--- config.mk ---
export PLATFORM = sky130hd
export DESIGN_NAME = pwm_top
export DESIGN_NICKNAME = d
export VERILOG_FILES = /design/src/design/mldsa_pwm_pkg.sv /design/src/design/coef_pair_if.sv /design/src/design/pwm_top.sv /design/src/design/pwm_ctrl_fsm.sv /design/src/design/job_counter.sv /design/src/design/pointwise_mult_pipe.sv /design/src/design/mult_reduction.sv /design/src/design/mod_add_sub.sv
export SDC_FILE = /design/constraint.sdc
export NUM_CORES = 2
export LEC_CHECK = 0
export ABC_AREA = 1
export BUFFER_PORTS_ARGS = -buffer_cell sky130_fd_sc_hd__clkbuf_2
export CAP_MARGIN = 20
export CORE_MARGIN = 1
export CORE_UTILIZATION = 65
export CTS_CLUSTER_SIZE = 16
export DETAILED_ROUTE_END_ITERATION = 8
export PLACE_DENSITY = 0.88
export SYNTH_ARGS = -nofsm -noshare
export SYNTH_HDL_FRONTEND = slang
export SYNTH_SLANG_ARGS = --single-unit
--- constraint.sdc ---
create_clock -name clk -period 14.9 [get_ports clk]
set_clock_uncertainty 0.1 [all_clocks]
set_input_delay 0.745 -clock clk [delete_from_list [all_inputs] [get_ports clk]]
set_output_delay 0.745 -clock clk [all_outputs]
set_load 0.05 [all_outputs]
--- src/design/mldsa_pwm_pkg.sv ---
// Shared constants and types for the ML-DSA pointwise modular multiplier.
// Import into a module body with a wildcard, or use scoped names in headers.
`default_nettype none

package mldsa_pwm_pkg;

    // ------------------------------------------------------------------
    // Arithmetic constants
    // ------------------------------------------------------------------

    // Coefficient width, every residue fits in 23 bits
    localparam int COEF_W = 23;

    // ML-DSA modulus, q = 2^23 - 2^13 + 1
    localparam logic [COEF_W-1:0] MLDSA_Q = 23'd8380417;

    // ------------------------------------------------------------------
    // Job and pipeline sizing
    // ------------------------------------------------------------------

    // Job length width, holds 1 to 256
    localparam int LEN_W = 9;

    // Input accept to output valid without stall
    // Product register plus four reduction stages
    localparam int PIPE_LAT = 5;

    // Job controller states
    typedef enum logic [1:0] {
        IDLE  = 2'b00,
        RUN   = 2'b01,
        DRAIN = 2'b10
    } ctrl_state_t;

endpackage

`default_nettype wire
--- src/design/coef_pair_if.sv ---
// Valid/ready stream of (a, b) coefficient pairs into the multiply pipeline.
// The top level drives the source side, the pipeline drives ready.
`default_nettype none

interface coef_pair_if;
    import mldsa_pwm_pkg::*;

    // Handshake
    logic              valid;
    logic              ready;

    // Operand payload
    logic [COEF_W-1:0] opa;
    logic [COEF_W-1:0] opb;

    // Producer side
    modport src (
        output valid,
        output opa,
        output opb,
        input  ready
    );

    // Consumer side, transfer when valid and ready
    modport snk (
        input  valid,
        input  opa,
        input  opb,
        output ready
    );

endinterface

`default_nettype wire

--- src/design/pwm_top.sv ---
// Top level of the pointwise multiplier, start a job of len_i pairs, stream
// (a, b) in and a*b mod q out, done_o pulses after the last result.
`default_nettype none

module pwm_top #(
    parameter int LEN_W = mldsa_pwm_pkg::LEN_W
) (
    input  logic                              clk,
    input  logic                              reset_n,
    input  logic                              zeroize_i,
    input  logic                              start_i,
    input  logic [LEN_W-1:0]                  len_i,
    input  logic                              in_valid_i,
    input  logic [mldsa_pwm_pkg::COEF_W-1:0] in_a_i,
    input  logic [mldsa_pwm_pkg::COEF_W-1:0] in_b_i,
    output logic                              in_ready_o,
    input  logic                              out_ready_i,
    output logic                              out_valid_o,
    output logic [mldsa_pwm_pkg::COEF_W-1:0] out_res_o,
    output logic                              busy_o,
    output logic                              done_o
);

    logic load;
    logic accept_en;
    logic in_left;
    logic in_last;
    logic out_last;
    logic in_fire;
    logic out_fire;

    coef_pair_if pair_if ();

    // Source side of the pair stream, masked outside the accept window
    assign pair_if.valid = in_valid_i && accept_en;
    assign pair_if.opa   = in_a_i;
    assign pair_if.opb   = in_b_i;
    assign in_ready_o    = pair_if.ready && accept_en;

    // Transfers on both streams
    assign in_fire  = in_valid_i && in_ready_o;
    assign out_fire = out_valid_o && out_ready_i;

    pwm_ctrl_fsm u_ctrl (
        .clk           (clk),
        .reset_n       (reset_n),
        .zeroize_i     (zeroize_i),
        .start_i       (start_i),
        .len_nonzero_i (|len_i),
        .in_left_i     (in_left),
        .in_fire_i     (in_fire),
        .in_last_i     (in_last),
        .out_fire_i    (out_fire),
        .out_last_i    (out_last),
        .load_o        (load),
        .accept_en_o   (accept_en),
        .busy_o        (busy_o),
        .done_o        (done_o)
    );

    job_counter #(
        .LEN_W (LEN_W)
    ) u_cnt (
        .clk        (clk),
        .reset_n    (reset_n),
        .zeroize_i  (zeroize_i),
        .load_i     (load),
        .in_fire_i  (in_fire),
        .out_fire_i (out_fire),
        .len_i      (len_i),
        .in_left_o  (in_left),
        .in_last_o  (in_last),
        .out_last_o (out_last)
    );

    pointwise_mult_pipe u_pipe (
        .clk         (clk),
        .reset_n     (reset_n),
        .zeroize_i   (zeroize_i),
        .in          (pair_if.snk),
        .out_ready_i (out_ready_i),
        .out_valid_o (out_valid_o),
        .out_res_o   (out_res_o)
    );

endmodule

`default_nettype wire

--- src/design/pwm_ctrl_fsm.sv ---
// Job controller FSM, IDLE to RUN on start, DRAIN once all pairs are in.
// Gates input acceptance and produces busy and the done pulse.
`default_nettype none

module pwm_ctrl_fsm (
    input  logic clk,
    input  logic reset_n,
    input  logic zeroize_i,
    input  logic start_i,
    input  logic len_nonzero_i,
    input  logic in_left_i,
    input  logic in_fire_i,
    input  logic in_last_i,
    input  logic out_fire_i,
    input  logic out_last_i,
    output logic load_o,
    output logic accept_en_o,
    output logic busy_o,
    output logic done_o
);
    import mldsa_pwm_pkg::*;

    ctrl_state_t state_q;
    ctrl_state_t state_d;
    logic        job_end;

    // Final result leaves the pipe
    assign job_end = (state_q != IDLE) && out_fire_i && out_last_i;

    // ------------------------------------------------------------------
    // Next state
    // ------------------------------------------------------------------
    always_comb begin
        state_d = state_q;
        load_o  = 1'b0;
        case (state_q)
            IDLE: begin
                // Zero length never starts a job
                if (start_i && len_nonzero_i) begin
                    load_o  = 1'b1;
                    state_d = RUN;
                end
            end
            RUN: begin
                if (job_end) begin
                    state_d = IDLE;
                end else if (in_fire_i && in_last_i) begin
                    state_d = DRAIN;
                end
            end
            DRAIN: begin
                if (job_end) begin
                    state_d = IDLE;
                end
            end
            default: state_d = IDLE;
        endcase
    end

    always_ff @(posedge clk or negedge reset_n) begin
        if (!reset_n) begin
            state_q <= IDLE;
            done_o  <= 1'b0;
        end else if (zeroize_i) begin
            state_q <= IDLE;
            done_o  <= 1'b0;
        end else begin
            state_q <= state_d;
            done_o  <= job_end;
        end
    end

    // Busy falls on the same edge that raises done
    assign busy_o      = (state_q != IDLE);
    assign accept_en_o = (state_q == RUN) && in_left_i;

    // Done is a single-cycle pulse
    a_done_pulse: assert property (
        @(posedge clk) disable iff (!reset_n)
        done_o |=> !done_o
    );

endmodule

`default_nettype wire

--- src/design/job_counter.sv ---
// Pair and result counters for one job.
// Both load with the job length and count down on their own transfers.
`default_nettype none

module job_counter #(
    parameter int LEN_W = mldsa_pwm_pkg::LEN_W
) (
    input  logic             clk,
    input  logic             reset_n,
    input  logic             zeroize_i,
    input  logic             load_i,
    input  logic             in_fire_i,
    input  logic             out_fire_i,
    input  logic [LEN_W-1:0] len_i,
    output logic             in_left_o,
    output logic             in_last_o,
    output logic             out_last_o
);

    // Pairs still to accept, results still to deliver
    logic [LEN_W-1:0] in_cnt_q;
    logic [LEN_W-1:0] out_cnt_q;

    always_ff @(posedge clk or negedge reset_n) begin
        if (!reset_n) begin
            in_cnt_q  <= '0;
            out_cnt_q <= '0;
        end else if (zeroize_i) begin
            in_cnt_q  <= '0;
            out_cnt_q <= '0;
        end else if (load_i) begin
            in_cnt_q  <= len_i;
            out_cnt_q <= len_i;
        end else begin
            if (in_fire_i) begin
                in_cnt_q <= in_cnt_q - LEN_W'(1);
            end
            if (out_fire_i) begin
                out_cnt_q <= out_cnt_q - LEN_W'(1);
            end
        end
    end

    assign in_left_o  = (in_cnt_q != '0);
    // Last flags mark the final transfer of each kind
    assign in_last_o  = (in_cnt_q == LEN_W'(1));
    assign out_last_o = (out_cnt_q == LEN_W'(1));

    // Controller never lets a pair through past the job length
    a_in_no_underflow: assert property (
        @(posedge clk) disable iff (!reset_n || zeroize_i)
        in_fire_i |-> (in_cnt_q != '0)
    );

    // Nor a result past the job length
    a_out_no_underflow: assert property (
        @(posedge clk) disable iff (!reset_n || zeroize_i)
        out_fire_i |-> (out_cnt_q != '0)
    );

endmodule

`default_nettype wire

--- src/design/pointwise_mult_pipe.sv ---
// Multiply pipeline, a*b product register followed by the mod q reduction.
// A single advance signal moves every stage, so back-pressure on the output
// freezes the whole pipe without losing data.
`default_nettype none

module pointwise_mult_pipe (
    input  logic                              clk,
    input  logic                              reset_n,
    input  logic                              zeroize_i,
    coef_pair_if.snk                          in,
    input  logic                              out_ready_i,
    output logic                              out_valid_o,
    output logic [mldsa_pwm_pkg::COEF_W-1:0] out_res_o
);
    import mldsa_pwm_pkg::*;

    logic                advance;
    logic                in_fire;
    logic [2*COEF_W-1:0] prod_q;
    // One bit per stage, oldest at the top
    logic [PIPE_LAT-1:0] vld_q;

    // ------------------------------------------------------------------
    // Flow control
    // ------------------------------------------------------------------

    // Move when the output slot is free or being drained
    assign advance     = !out_valid_o || out_ready_i;
    assign in.ready    = advance;
    assign in_fire     = in.valid && advance;
    assign out_valid_o = vld_q[PIPE_LAT-1];

    // Valid tracking, shifts in lock step with the data stages
    always_ff @(posedge clk or negedge reset_n) begin
        if (!reset_n) begin
            vld_q <= '0;
        end else if (zeroize_i) begin
            vld_q <= '0;
        end else if (advance) begin
            vld_q <= {vld_q[PIPE_LAT-2:0], in_fire};
        end
    end

    // ------------------------------------------------------------------
    // Datapath
    // ------------------------------------------------------------------

    // Full 46-bit product, loaded only on an accepted pair
    always_ff @(posedge clk or negedge reset_n) begin
        if (!reset_n) begin
            prod_q <= '0;
        end else if (zeroize_i) begin
            prod_q <= '0;
        end else if (in_fire) begin
            prod_q <= {{COEF_W{1'b0}}, in.opa} * {{COEF_W{1'b0}}, in.opb};
        end
    end

    // Four more stages to the residue
    mult_reduction u_red (
        .clk       (clk),
        .reset_n   (reset_n),
        .zeroize_i (zeroize_i),
        .en_i      (advance),
        .prod_i    (prod_q),
        .res_o     (out_res_o)
    );

    // Stalled result holds its value
    a_out_stable: assert property (
        @(posedge clk) disable iff (!reset_n || zeroize_i)
        (out_valid_o && !out_ready_i) |=> $stable(out_res_o)
    );

    // Valid only drops after a transfer
    a_out_valid_held: assert property (
        @(posedge clk) disable iff (!reset_n || zeroize_i)
        (out_valid_o && !out_ready_i) |=> out_valid_o
    );

endmodule

`default_nettype wire

--- src/design/mult_reduction.sv ---
// Reduction of a 46-bit product modulo q, specific to the ML-DSA prime.
// Uses 2^23 = 2^13 - 1 (mod q) to fold the product into two partial sums,
// reduces each with a modular adder and subtracts them.
// Four stages, every one advances only when en_i is high.
`default_nettype none

module mult_reduction (
    input  logic                                clk,
    input  logic                                reset_n,
    input  logic                                zeroize_i,
    input  logic                                en_i,
    input  logic [2*mldsa_pwm_pkg::COEF_W-1:0] prod_i,
    output logic [mldsa_pwm_pkg::COEF_W-1:0]   res_o
);
    import mldsa_pwm_pkg::*;

    // Stage 1 product flop
    logic [2*COEF_W-1:0] z_q;

    // Fold terms
    logic [11:0]         c;
    logic [10:0]         d;
    logic [13:0]         f;
    logic [COEF_W:0]     g;

    // Stage 2 and 3 results
    logic [COEF_W-1:0]   e_q;
    logic [COEF_W:0]     g_red_q;
    logic [COEF_W-1:0]   diff_q;

    // ------------------------------------------------------------------
    // Stage 1, flop the product
    // ------------------------------------------------------------------
    always_ff @(posedge clk or negedge reset_n) begin
        if (!reset_n) begin
            z_q <= '0;
        end else if (zeroize_i) begin
            z_q <= '0;
        end else if (en_i) begin
            z_q <= prod_i;
        end
    end

    // ------------------------------------------------------------------
    // Fold the product
    // ------------------------------------------------------------------
    // Fields [45:43] [42:33] [32:23] [22:13] [12:0]
    // z = E + 2^13*c - (z[45:23] + z[45:33] + z[45:43])
    always_comb begin
        // Sum of the 2^13-weighted fields, at most 12 bits
        c = {9'd0, z_q[45:43]} + {2'd0, z_q[42:33]}
          + {2'd0, z_q[32:23]} + {2'd0, z_q[22:13]};
        // Fold bits 11:10 of c again, 2^10 * 2^13 = 2^23
        d = {9'd0, c[11:10]} + {1'b0, c[9:0]};
        // Negative-side small terms, including the fold remainder
        f = {11'd0, z_q[45:43]} + {1'b0, z_q[45:33]} + {12'd0, c[11:10]};
        // Positive-side high part, below 2q
        g = {d, 13'd0};
    end

    // ------------------------------------------------------------------
    // Stage 2, two parallel modular adds
    // ------------------------------------------------------------------

    // Negative side, f + z[45:23] mod q
    mod_add_sub #(
        .REG_SIZE (COEF_W)
    ) u_add_neg (
        .clk       (clk),
        .reset_n   (reset_n),
        .zeroize_i (zeroize_i),
        .en_i      (en_i),
        .sub_i     (1'b0),
        .opa_i     ({9'd0, f}),
        .opb_i     (z_q[45:23]),
        .prime_i   (MLDSA_Q),
        .res_o     (e_q)
    );

    // Positive side, g + z[12:0] mod q, one bit wider since g may exceed q
    mod_add_sub #(
        .REG_SIZE (COEF_W + 1)
    ) u_add_pos (
        .clk       (clk),
        .reset_n   (reset_n),
        .zeroize_i (zeroize_i),
        .en_i      (en_i),
        .sub_i     (1'b0),
        .opa_i     (g),
        .opb_i     ({11'd0, z_q[12:0]}),
        .prime_i   ({1'b0, MLDSA_Q}),
        .res_o     (g_red_q)
    );

    // ------------------------------------------------------------------
    // Stage 3, positive minus negative mod q
    // ------------------------------------------------------------------
    mod_add_sub #(
        .REG_SIZE (COEF_W)
    ) u_sub (
        .clk       (clk),
        .reset_n   (reset_n),
        .zeroize_i (zeroize_i),
        .en_i      (en_i),
        .sub_i     (1'b1),
        .opa_i     (g_red_q[COEF_W-1:0]),
        .opb_i     (e_q),
        .prime_i   (MLDSA_Q),
        .res_o     (diff_q)
    );

    // Stage 4 output flop
    always_ff @(posedge clk or negedge reset_n) begin
        if (!reset_n) begin
            res_o <= '0;
        end else if (zeroize_i) begin
            res_o <= '0;
        end else if (en_i) begin
            res_o <= diff_q;
        end
    end

    // Wide adder result always fits a coefficient
    a_pos_fits: assert property (
        @(posedge clk) disable iff (!reset_n)
        g_red_q[COEF_W] == 1'b0
    );

endmodule

`default_nettype wire

--- src/design/mod_add_sub.sv ---
// Registered modular adder/subtractor with one result per enabled cycle.
// Operands below prime_i give a result below prime_i on the next edge.
// sub_i selects opa_i - opb_i, otherwise opa_i + opb_i.
`default_nettype none

module mod_add_sub #(
    parameter int REG_SIZE = 23
) (
    input  logic                clk,
    input  logic                reset_n,
    input  logic                zeroize_i,
    input  logic                en_i,
    input  logic                sub_i,
    input  logic [REG_SIZE-1:0] opa_i,
    input  logic [REG_SIZE-1:0] opb_i,
    input  logic [REG_SIZE-1:0] prime_i,
    output logic [REG_SIZE-1:0] res_o
);

    // One extra bit for carry or borrow
    logic [REG_SIZE:0]   raw;
    logic [REG_SIZE:0]   corr;
    logic [REG_SIZE-1:0] res_d;

    // ------------------------------------------------------------------
    // Sum or difference with single correction by the prime
    // ------------------------------------------------------------------
    always_comb begin
        if (sub_i) begin
            raw  = {1'b0, opa_i} - {1'b0, opb_i};
            // Borrow set means negative, add the prime back
            corr = raw + {1'b0, prime_i};
            res_d = raw[REG_SIZE] ? corr[REG_SIZE-1:0] : raw[REG_SIZE-1:0];
        end else begin
            raw  = {1'b0, opa_i} + {1'b0, opb_i};
            // Top bit set here means sum was below the prime
            corr = raw - {1'b0, prime_i};
            res_d = corr[REG_SIZE] ? raw[REG_SIZE-1:0] : corr[REG_SIZE-1:0];
        end
    end

    // Result register, holds while disabled
    always_ff @(posedge clk or negedge reset_n) begin
        if (!reset_n) begin
            res_o <= '0;
        end else if (zeroize_i) begin
            res_o <= '0;
        end else if (en_i) begin
            res_o <= res_d;
        end
    end

    // Reduced operands stay reduced through the unit
    a_res_below_prime: assert property (
        @(posedge clk) disable iff (!reset_n)
        (en_i && (opa_i < prime_i) && (opb_i < prime_i)) |=> (res_o < $past(prime_i))
    );

endmodule

`default_nettype wire

Word level (Yosys, flattened, before mapping):

Index checks and enable logic that the tools add are counted.

* equal/unequal tests: 7
* mux-type cells: 32
* multipliers: 1
* reduce and logical (&&, ||, !) cells: 21
* add/sub/neg operators: 14

Operator list (number)
* 23-bit 2-to-1 mux: 11
* 46-bit 2-to-1 mux: 4
* 9-bit 2-to-1 mux: 6
* 23-bit by 23-bit multiplier with 46-bit output: 1
* 24-bit by 13-bit adder with 25-bit output: 1
* 25-bit by 23-bit subtractor with 25-bit output, second input constant: 1
* 14-bit by 23-bit adder with 24-bit output: 1
* 23-bit by 23-bit subtractor with 24-bit output: 1
* 24-bit by 23-bit subtractor with 24-bit output, second input constant: 1
* 23-bit adder, second input constant: 1
* 9-bit by 1-bit == test with 1-bit output, second input constant: 2
* 9-bit by 1-bit subtractor with 9-bit output, second input constant: 2
* 14-bit by 2-bit adder with 14-bit output: 1
* 3-bit by 13-bit adder with 14-bit output: 1
* 11-bit by 10-bit adder with 12-bit output: 1
* 12-bit by 10-bit adder with 12-bit output: 1
* 2-bit by 10-bit adder with 11-bit output: 1
* 3-bit by 10-bit adder with 11-bit output: 1
* 1-bit logical AND: 10
* 2-bit 2-to-1 mux: 5
* 5-bit 2-to-1 mux: 2
* 9-bit nonzero test: 1
* 9-bit OR reduction: 1
* 3-bit by 2-bit != test with 1-bit output, second input constant: 2
* 11 further kinds: 16

* register bits: 210
* bits of input ports: 61

Logic depth before layout (Yosys ltp):

* word-level depth: 9
* mapped depth: 36

By module:

Synthesis repeated with hierarchy kept, for this count alone.

* cell total of the unflattened synthesis: 8073
* area total of the unflattened synthesis: 50581.0 µm²

By module, submodules not included
* pointwise_mult_pipe: instances 1, sequential area each 1276.2 µm², area each 20749.9 µm², cells each 2822
* mod_add_sub at u_pipe.u_red.u_add_pos: instances 1, sequential area each 600.6 µm², area each 8513.2 µm², cells each 1614
* mod_add_sub at u_pipe.u_red.u_add_neg: instances 1, sequential area each 575.6 µm², area each 7972.6 µm², cells each 1475
* mod_add_sub at u_pipe.u_red.u_sub: instances 1, sequential area each 575.6 µm², area each 7579.8 µm², cells each 1418
* mult_reduction: instances 1, sequential area each 1726.7 µm², area each 4210.3 µm², cells each 503
* job_counter: instances 1, sequential area each 450.4 µm², area each 1285.0 µm², cells each 197
* pwm_ctrl_fsm: instances 1, sequential area each 75.1 µm², area each 210.2 µm², cells each 29
* pwm_top: instances 1, sequential area each 0.0 µm², area each 60.1 µm², cells each 15

Least setup slack after synthesis:

No wires, ideal clock.

* path type: input port to flip-flop
* start: input port in_a_i[17] (netlist bit)
* end: register u_pipe.prod_q[45]
* path buffers: 1
* data arrival time: 6.168 ns
* path slack: 8.515 ns
* required time: 14.683 ns
* stages on the path: 31
* path through: clkbuf_1 -> nand2_1 -> fa_1 -> inv_1 -> fa_1 -> inv_1 -> fa_1 -> inv_1 -> fa_1 -> inv_1 -> fa_1 -> inv_1 -> fa_1 -> inv_1 -> fa_1 -> inv_1 -> ha_1 -> nand2_1 -> nor2_1 -> inv_1 -> nor2_1 -> inv_1 -> o21a_1 -> nand2_1 -> nand2_1 -> nand2_1 -> nand2_1 -> nand3_1 -> nand2_1 -> nand3_1 -> nand2_1

* word-level cells in the longest chain between the ends: 3

RTL lines
* start, declared: RTL line pwm_top.sv:14 `input logic [mldsa_pwm_pkg::COEF_W-1:0] in_a_i,`
* 23-bit by 23-bit multiplier with 46-bit output: RTL line pointwise_mult_pipe.sv:55 `prod_q <= {{COEF_W{1'b0}}, in.opa} * {{COEF_W{1'b0}}, in.opb};`
* 46-bit 2-to-1 mux: RTL line pointwise_mult_pipe.sv:54 `end else if (in_fire) begin`
* 46-bit 2-to-1 mux: RTL line pointwise_mult_pipe.sv:52 `end else if (zeroize_i) begin`
* end signal, assigned: RTL line pointwise_mult_pipe.sv:55
* end, declared: RTL line pointwise_mult_pipe.sv:19 `logic [2*COEF_W-1:0] prod_q;`

No other way between the ends. The select of a mux whose other input is x is not followed.
A chain may end at the register's enable or synchronous reset.

Worst setup path in the final report:

* start: input port in_a_i[18] (netlist bit)
* end: register u_pipe.prod_q[40]

The elaborated chain is that of the path after synthesis.

==> flow_metrics.py <==
metrics = {
    "synth": {
        "synth_ff_type": "dfrtp_1",
        "netlist_area_sq_um": 31700,
        "avgSynthCellArea_sq_um": 7.46,
        "yosys.area.top_type_share_pct": 28.9,
        "synthArstFlopShare_pct": 100,
        "synth_top_cell_by_area": "fa_1",
        "synth-seq-cells": 210,
        "syn-num-nets": 5030,
        "netlist_top_cells_area": "fa_1 (29%), dfrtp_1 (17%), nand2_1 (14%), inv_1 (12%), ha_1 (10%)",
        "netlist_instances": 4252,
        "seq_area_frac_synth_pct": 16.6,
        "synth_edf_count": 0,
        "yosys_warnings": 0,
        "netlist-cell-type-count": 49,
    },
    "global_routing": {
        "grt-ovfl-total": 0,
        "grt_pass1_wl_mm": 138,
        "grt_pass1_vias": 28648,
        "grtUsageTotal_pct": 34.6,
        "grt_max_degree": 83,
        "grt_antenna_before_repair": 0,
    },
    "cells_and_area": {
        "fin_area_sq_um": 33200,
        "antennaDiodeCount": 0,
        "fillCellCount": 3749,
        "fin_nets": 5012,
        "finalNonFillerCells": 4861,
        "synthToLayoutAreaGrowth_pct": 4.71,
        "layout-drive-gt1-share_pct": 3.63,
    },
    "routing": {
        "drc": 0,
        "drt_wl_total_mm": 83.5,
        "drt-initial-drc-count": 2334,
        "final_antenna_net_count": 0,
        "viasPerCell": 5.71,
        "vias": 27755,
        "firstDrtPassIters": 6,
        "wire_per_inst_microns": 17.2,
    },
    "sta": {
        "setup-violations-final": 0,
        "slew_headroom_pct": 35.1,
        "fmaxAchievable_ghz": 0.139,
        "fin_setup_tns_ns": 0,
        "min_period_ns": 7.18,
        "rsz0062_at_grt": "false",
        "finalHoldViolCount": 0,
        "worstMarginPinSlew_ns": 0.964,
        "slew_violations": 0,
        "fin_ws_ns": 7.72,
        "fin_crit_sh_pct": 48.2,
    },
    "clock_tree": {
        "h-tree-depth": 1,
        "ctsResizeCount": 0,
        "cts-root-buf": "clkbuf_16",
        "cts_buffer_depth": 3,
        "clk_latency_ns": 0.54,
        "cts_tree": "done",
        "numCtsBuffers": 23,
        "cts.clk_slew.worst_paths_ns": 0.06,
        "post_cts_buffers": 0,
        "cts_sinks": 210,
        "cts_hold_buf": 0,
    },
    "worst_setup_path": {
        "endpoint": "u_pipe.prod_q[40]",
        "r2r_end": "u_pipe.u_red.u_add_neg.res_o[22]",
        "path_max_fanout": 23,
        "ff2ff_path_depth": 31,
        "path_class": "input port to flop",
        "reg2reg_setup_slack_ns": 8.44,
        "timing.rr.start": "u_pipe.u_red.z_q[34]",
        "startpoint": "in_a_i[18]",
        "required_ns": 15.20,
        "crit_path_start_kind": "input port",
        "critical_path_arrival_ns": 7.49,
        "endpoint_kind": "flop",
    },
    "floorplanning": {
        "die_w_microns": 223,
        "initial_core_util_pct": 66.2,
        "io_pins": 88,
        "die_area_sq_um": 49700,
        "fp.coreArea_sq_um": 47900,
        "dieHeight_microns": 223,
        "fp-row-count": 80,
    },
    "placement": {
        "dp_hpwl_mm": 64.8,
        "placed_area_sq_um": 32500,
        "placedCellCount": 4823,
        "portBuffers": 87,
        "gp_congestion": 0.973,
        "dp_slack_ns": 7.41,
    },
    "status": {
        "status": "completed",
    },
    "flow_run": {
        "cap_viol_max_count": 0,
    },
    "min_path": {
        "holdCritPathClass": "input port to async pin",
    },
}
[synth_stat cells, types with 3 or more instances]
| cell | instances |
|---|---|
| xor2_1 | 26 |
| o21bai_1 | 9 |
| nand2_2 | 5 |
| clkbuf_1 | 126 |
| a22o_1 | 7 |
| nand3_1 | 168 |
| nand4_1 | 51 |
| o211ai_1 | 5 |
| a21oi_1 | 113 |
| inv_1 | 1025 |
| clkinv_1 | 3 |
| fa_1 | 458 |
| and2_1 | 7 |
| nor2_1 | 206 |
| o21a_1 | 6 |
| nor3_1 | 23 |
| nor2_2 | 3 |
| a21boi_0 | 4 |
| nor4_1 | 7 |
| or2_2 | 6 |
| a31oi_1 | 11 |
| dfrtp_1 | 210 |
| xnor2_1 | 13 |
| o22ai_1 | 61 |
| a21o_1 | 12 |
| nand3b_1 | 18 |
| ha_1 | 259 |
| buf_2 | 9 |
| o21ai_0 | 186 |
| nand2_1 | 1187 |
[state kept, by name (all words and copies together), names as in the netlist]
name	flops
u_cnt.in_cnt_q	9
u_cnt.out_cnt_q	9
u_ctrl.done_o	1
u_ctrl.state_q	2
u_pipe.prod_q	46
u_pipe.u_red.res_o	23
u_pipe.u_red.u_add_neg.res_o	23
u_pipe.u_red.u_add_pos.res_o	23
u_pipe.u_red.u_sub.res_o	23
u_pipe.u_red.z_q	46
u_pipe.vld_q	5
[routing by layer]
layer | share of wire, % | routed length (microns) | global-route usage (%)
met5 | 0 | 0 | 0.391
met4 | 5.7 | 4790 | 18.0
met3 | 8.8 | 7320 | 3.94
met2 | 48 | 40300 | 59.2
met1 | 37 | 31000 | 43.4
[kinds of logic (layout without fill, tap and decap cells)]
kind of cell	Yosys count	count (layout)	share of synthesized area, %
AO/OA/AOI/OAI	426	426	7.49
XOR/XNOR	40	40	1.13
AND/OR/NAND/NOR	1690	1690	21.8
flip-flops	210	210	16.6
buffers and inverters	1169	1163	13.9
adder cells (fa/ha/maj)	717	717	39.1
[how the worst min path moves through the flow]
stage / to / slack [ns] / depth (start not counted)
after detailed placement: u_pipe.u_red.u_add_neg.res_o[4] / 0.37 / 2
after global placement: u_pipe.u_red.res_o[13] / 0.36 / 2
after global routing: u_pipe.u_red.u_add_neg.res_o[14] / 0.1 / 1
after floorplan: u_cnt.in_cnt_q[0] / 0.35 / 0
final: u_pipe.u_red.u_add_neg.res_o[14] / 0.06 / 1
after CTS: u_pipe.u_red.u_add_neg.res_o[1] / 0.07 / 1
[cell usage in the layout, fill, tap and decap left out, types with 61 or more instances in the layout]
master and instances:
a21oi_1 113, clkbuf_2 86, dfrtp_1 210, fa_1 458, ha_1 259, inv_1 1025
nand2_1 1187, nand3_1 168, nor2_1 204, o21ai_0 186, o22ai_1 61
[critical path: stages]
cell      delay [ns]
clkbuf_2        0.53
nand2_1         0.17
fa_1            0.58
inv_1           0.06
fa_1            0.53
inv_1           0.05
fa_1            0.49
inv_1           0.05
fa_1            0.58
fa_1            0.44
fa_1            0.51
inv_1           0.06
fa_1            0.48
inv_1           0.05
ha_1            0.36
nand2_1         0.13
nor2_1          0.15
inv_1           0.12
nor4_1          0.60
nand4_1         0.31
nand4_1         0.22
a21oi_1         0.08
o21ai_0         0.08
o21ai_0         0.10
[stage by stage]
stage	utilization, %	hold WS [ns]
2_1_floorplan	-	0.349
3_3_place_gp	67.7	0.365
3_5_place_dp	67.7	0.366
4_1_cts	69.2	0.0711
5_1_grt	69.3	0.0954
6_report	69.3	0.0571
[area by class of cell]
cell class / instances / area, sq um / share of cell area, %
multi-input cells: 2873 / 22100 / 66.4
flip-flops and latches: 210 / 5260 / 15.8
clock buffers: 29 / 608 / 1.83
repair buffers: 97 / 539 / 1.62
clock inverters: 8 / 113 / 0.339
well taps: 615 / 769 / 2.32
inverters: 1029 / 3860 / 11.6
Power is not shown: default switching activity piles up to over one toggle a cycle in this logic, so the estimate is an artifact.
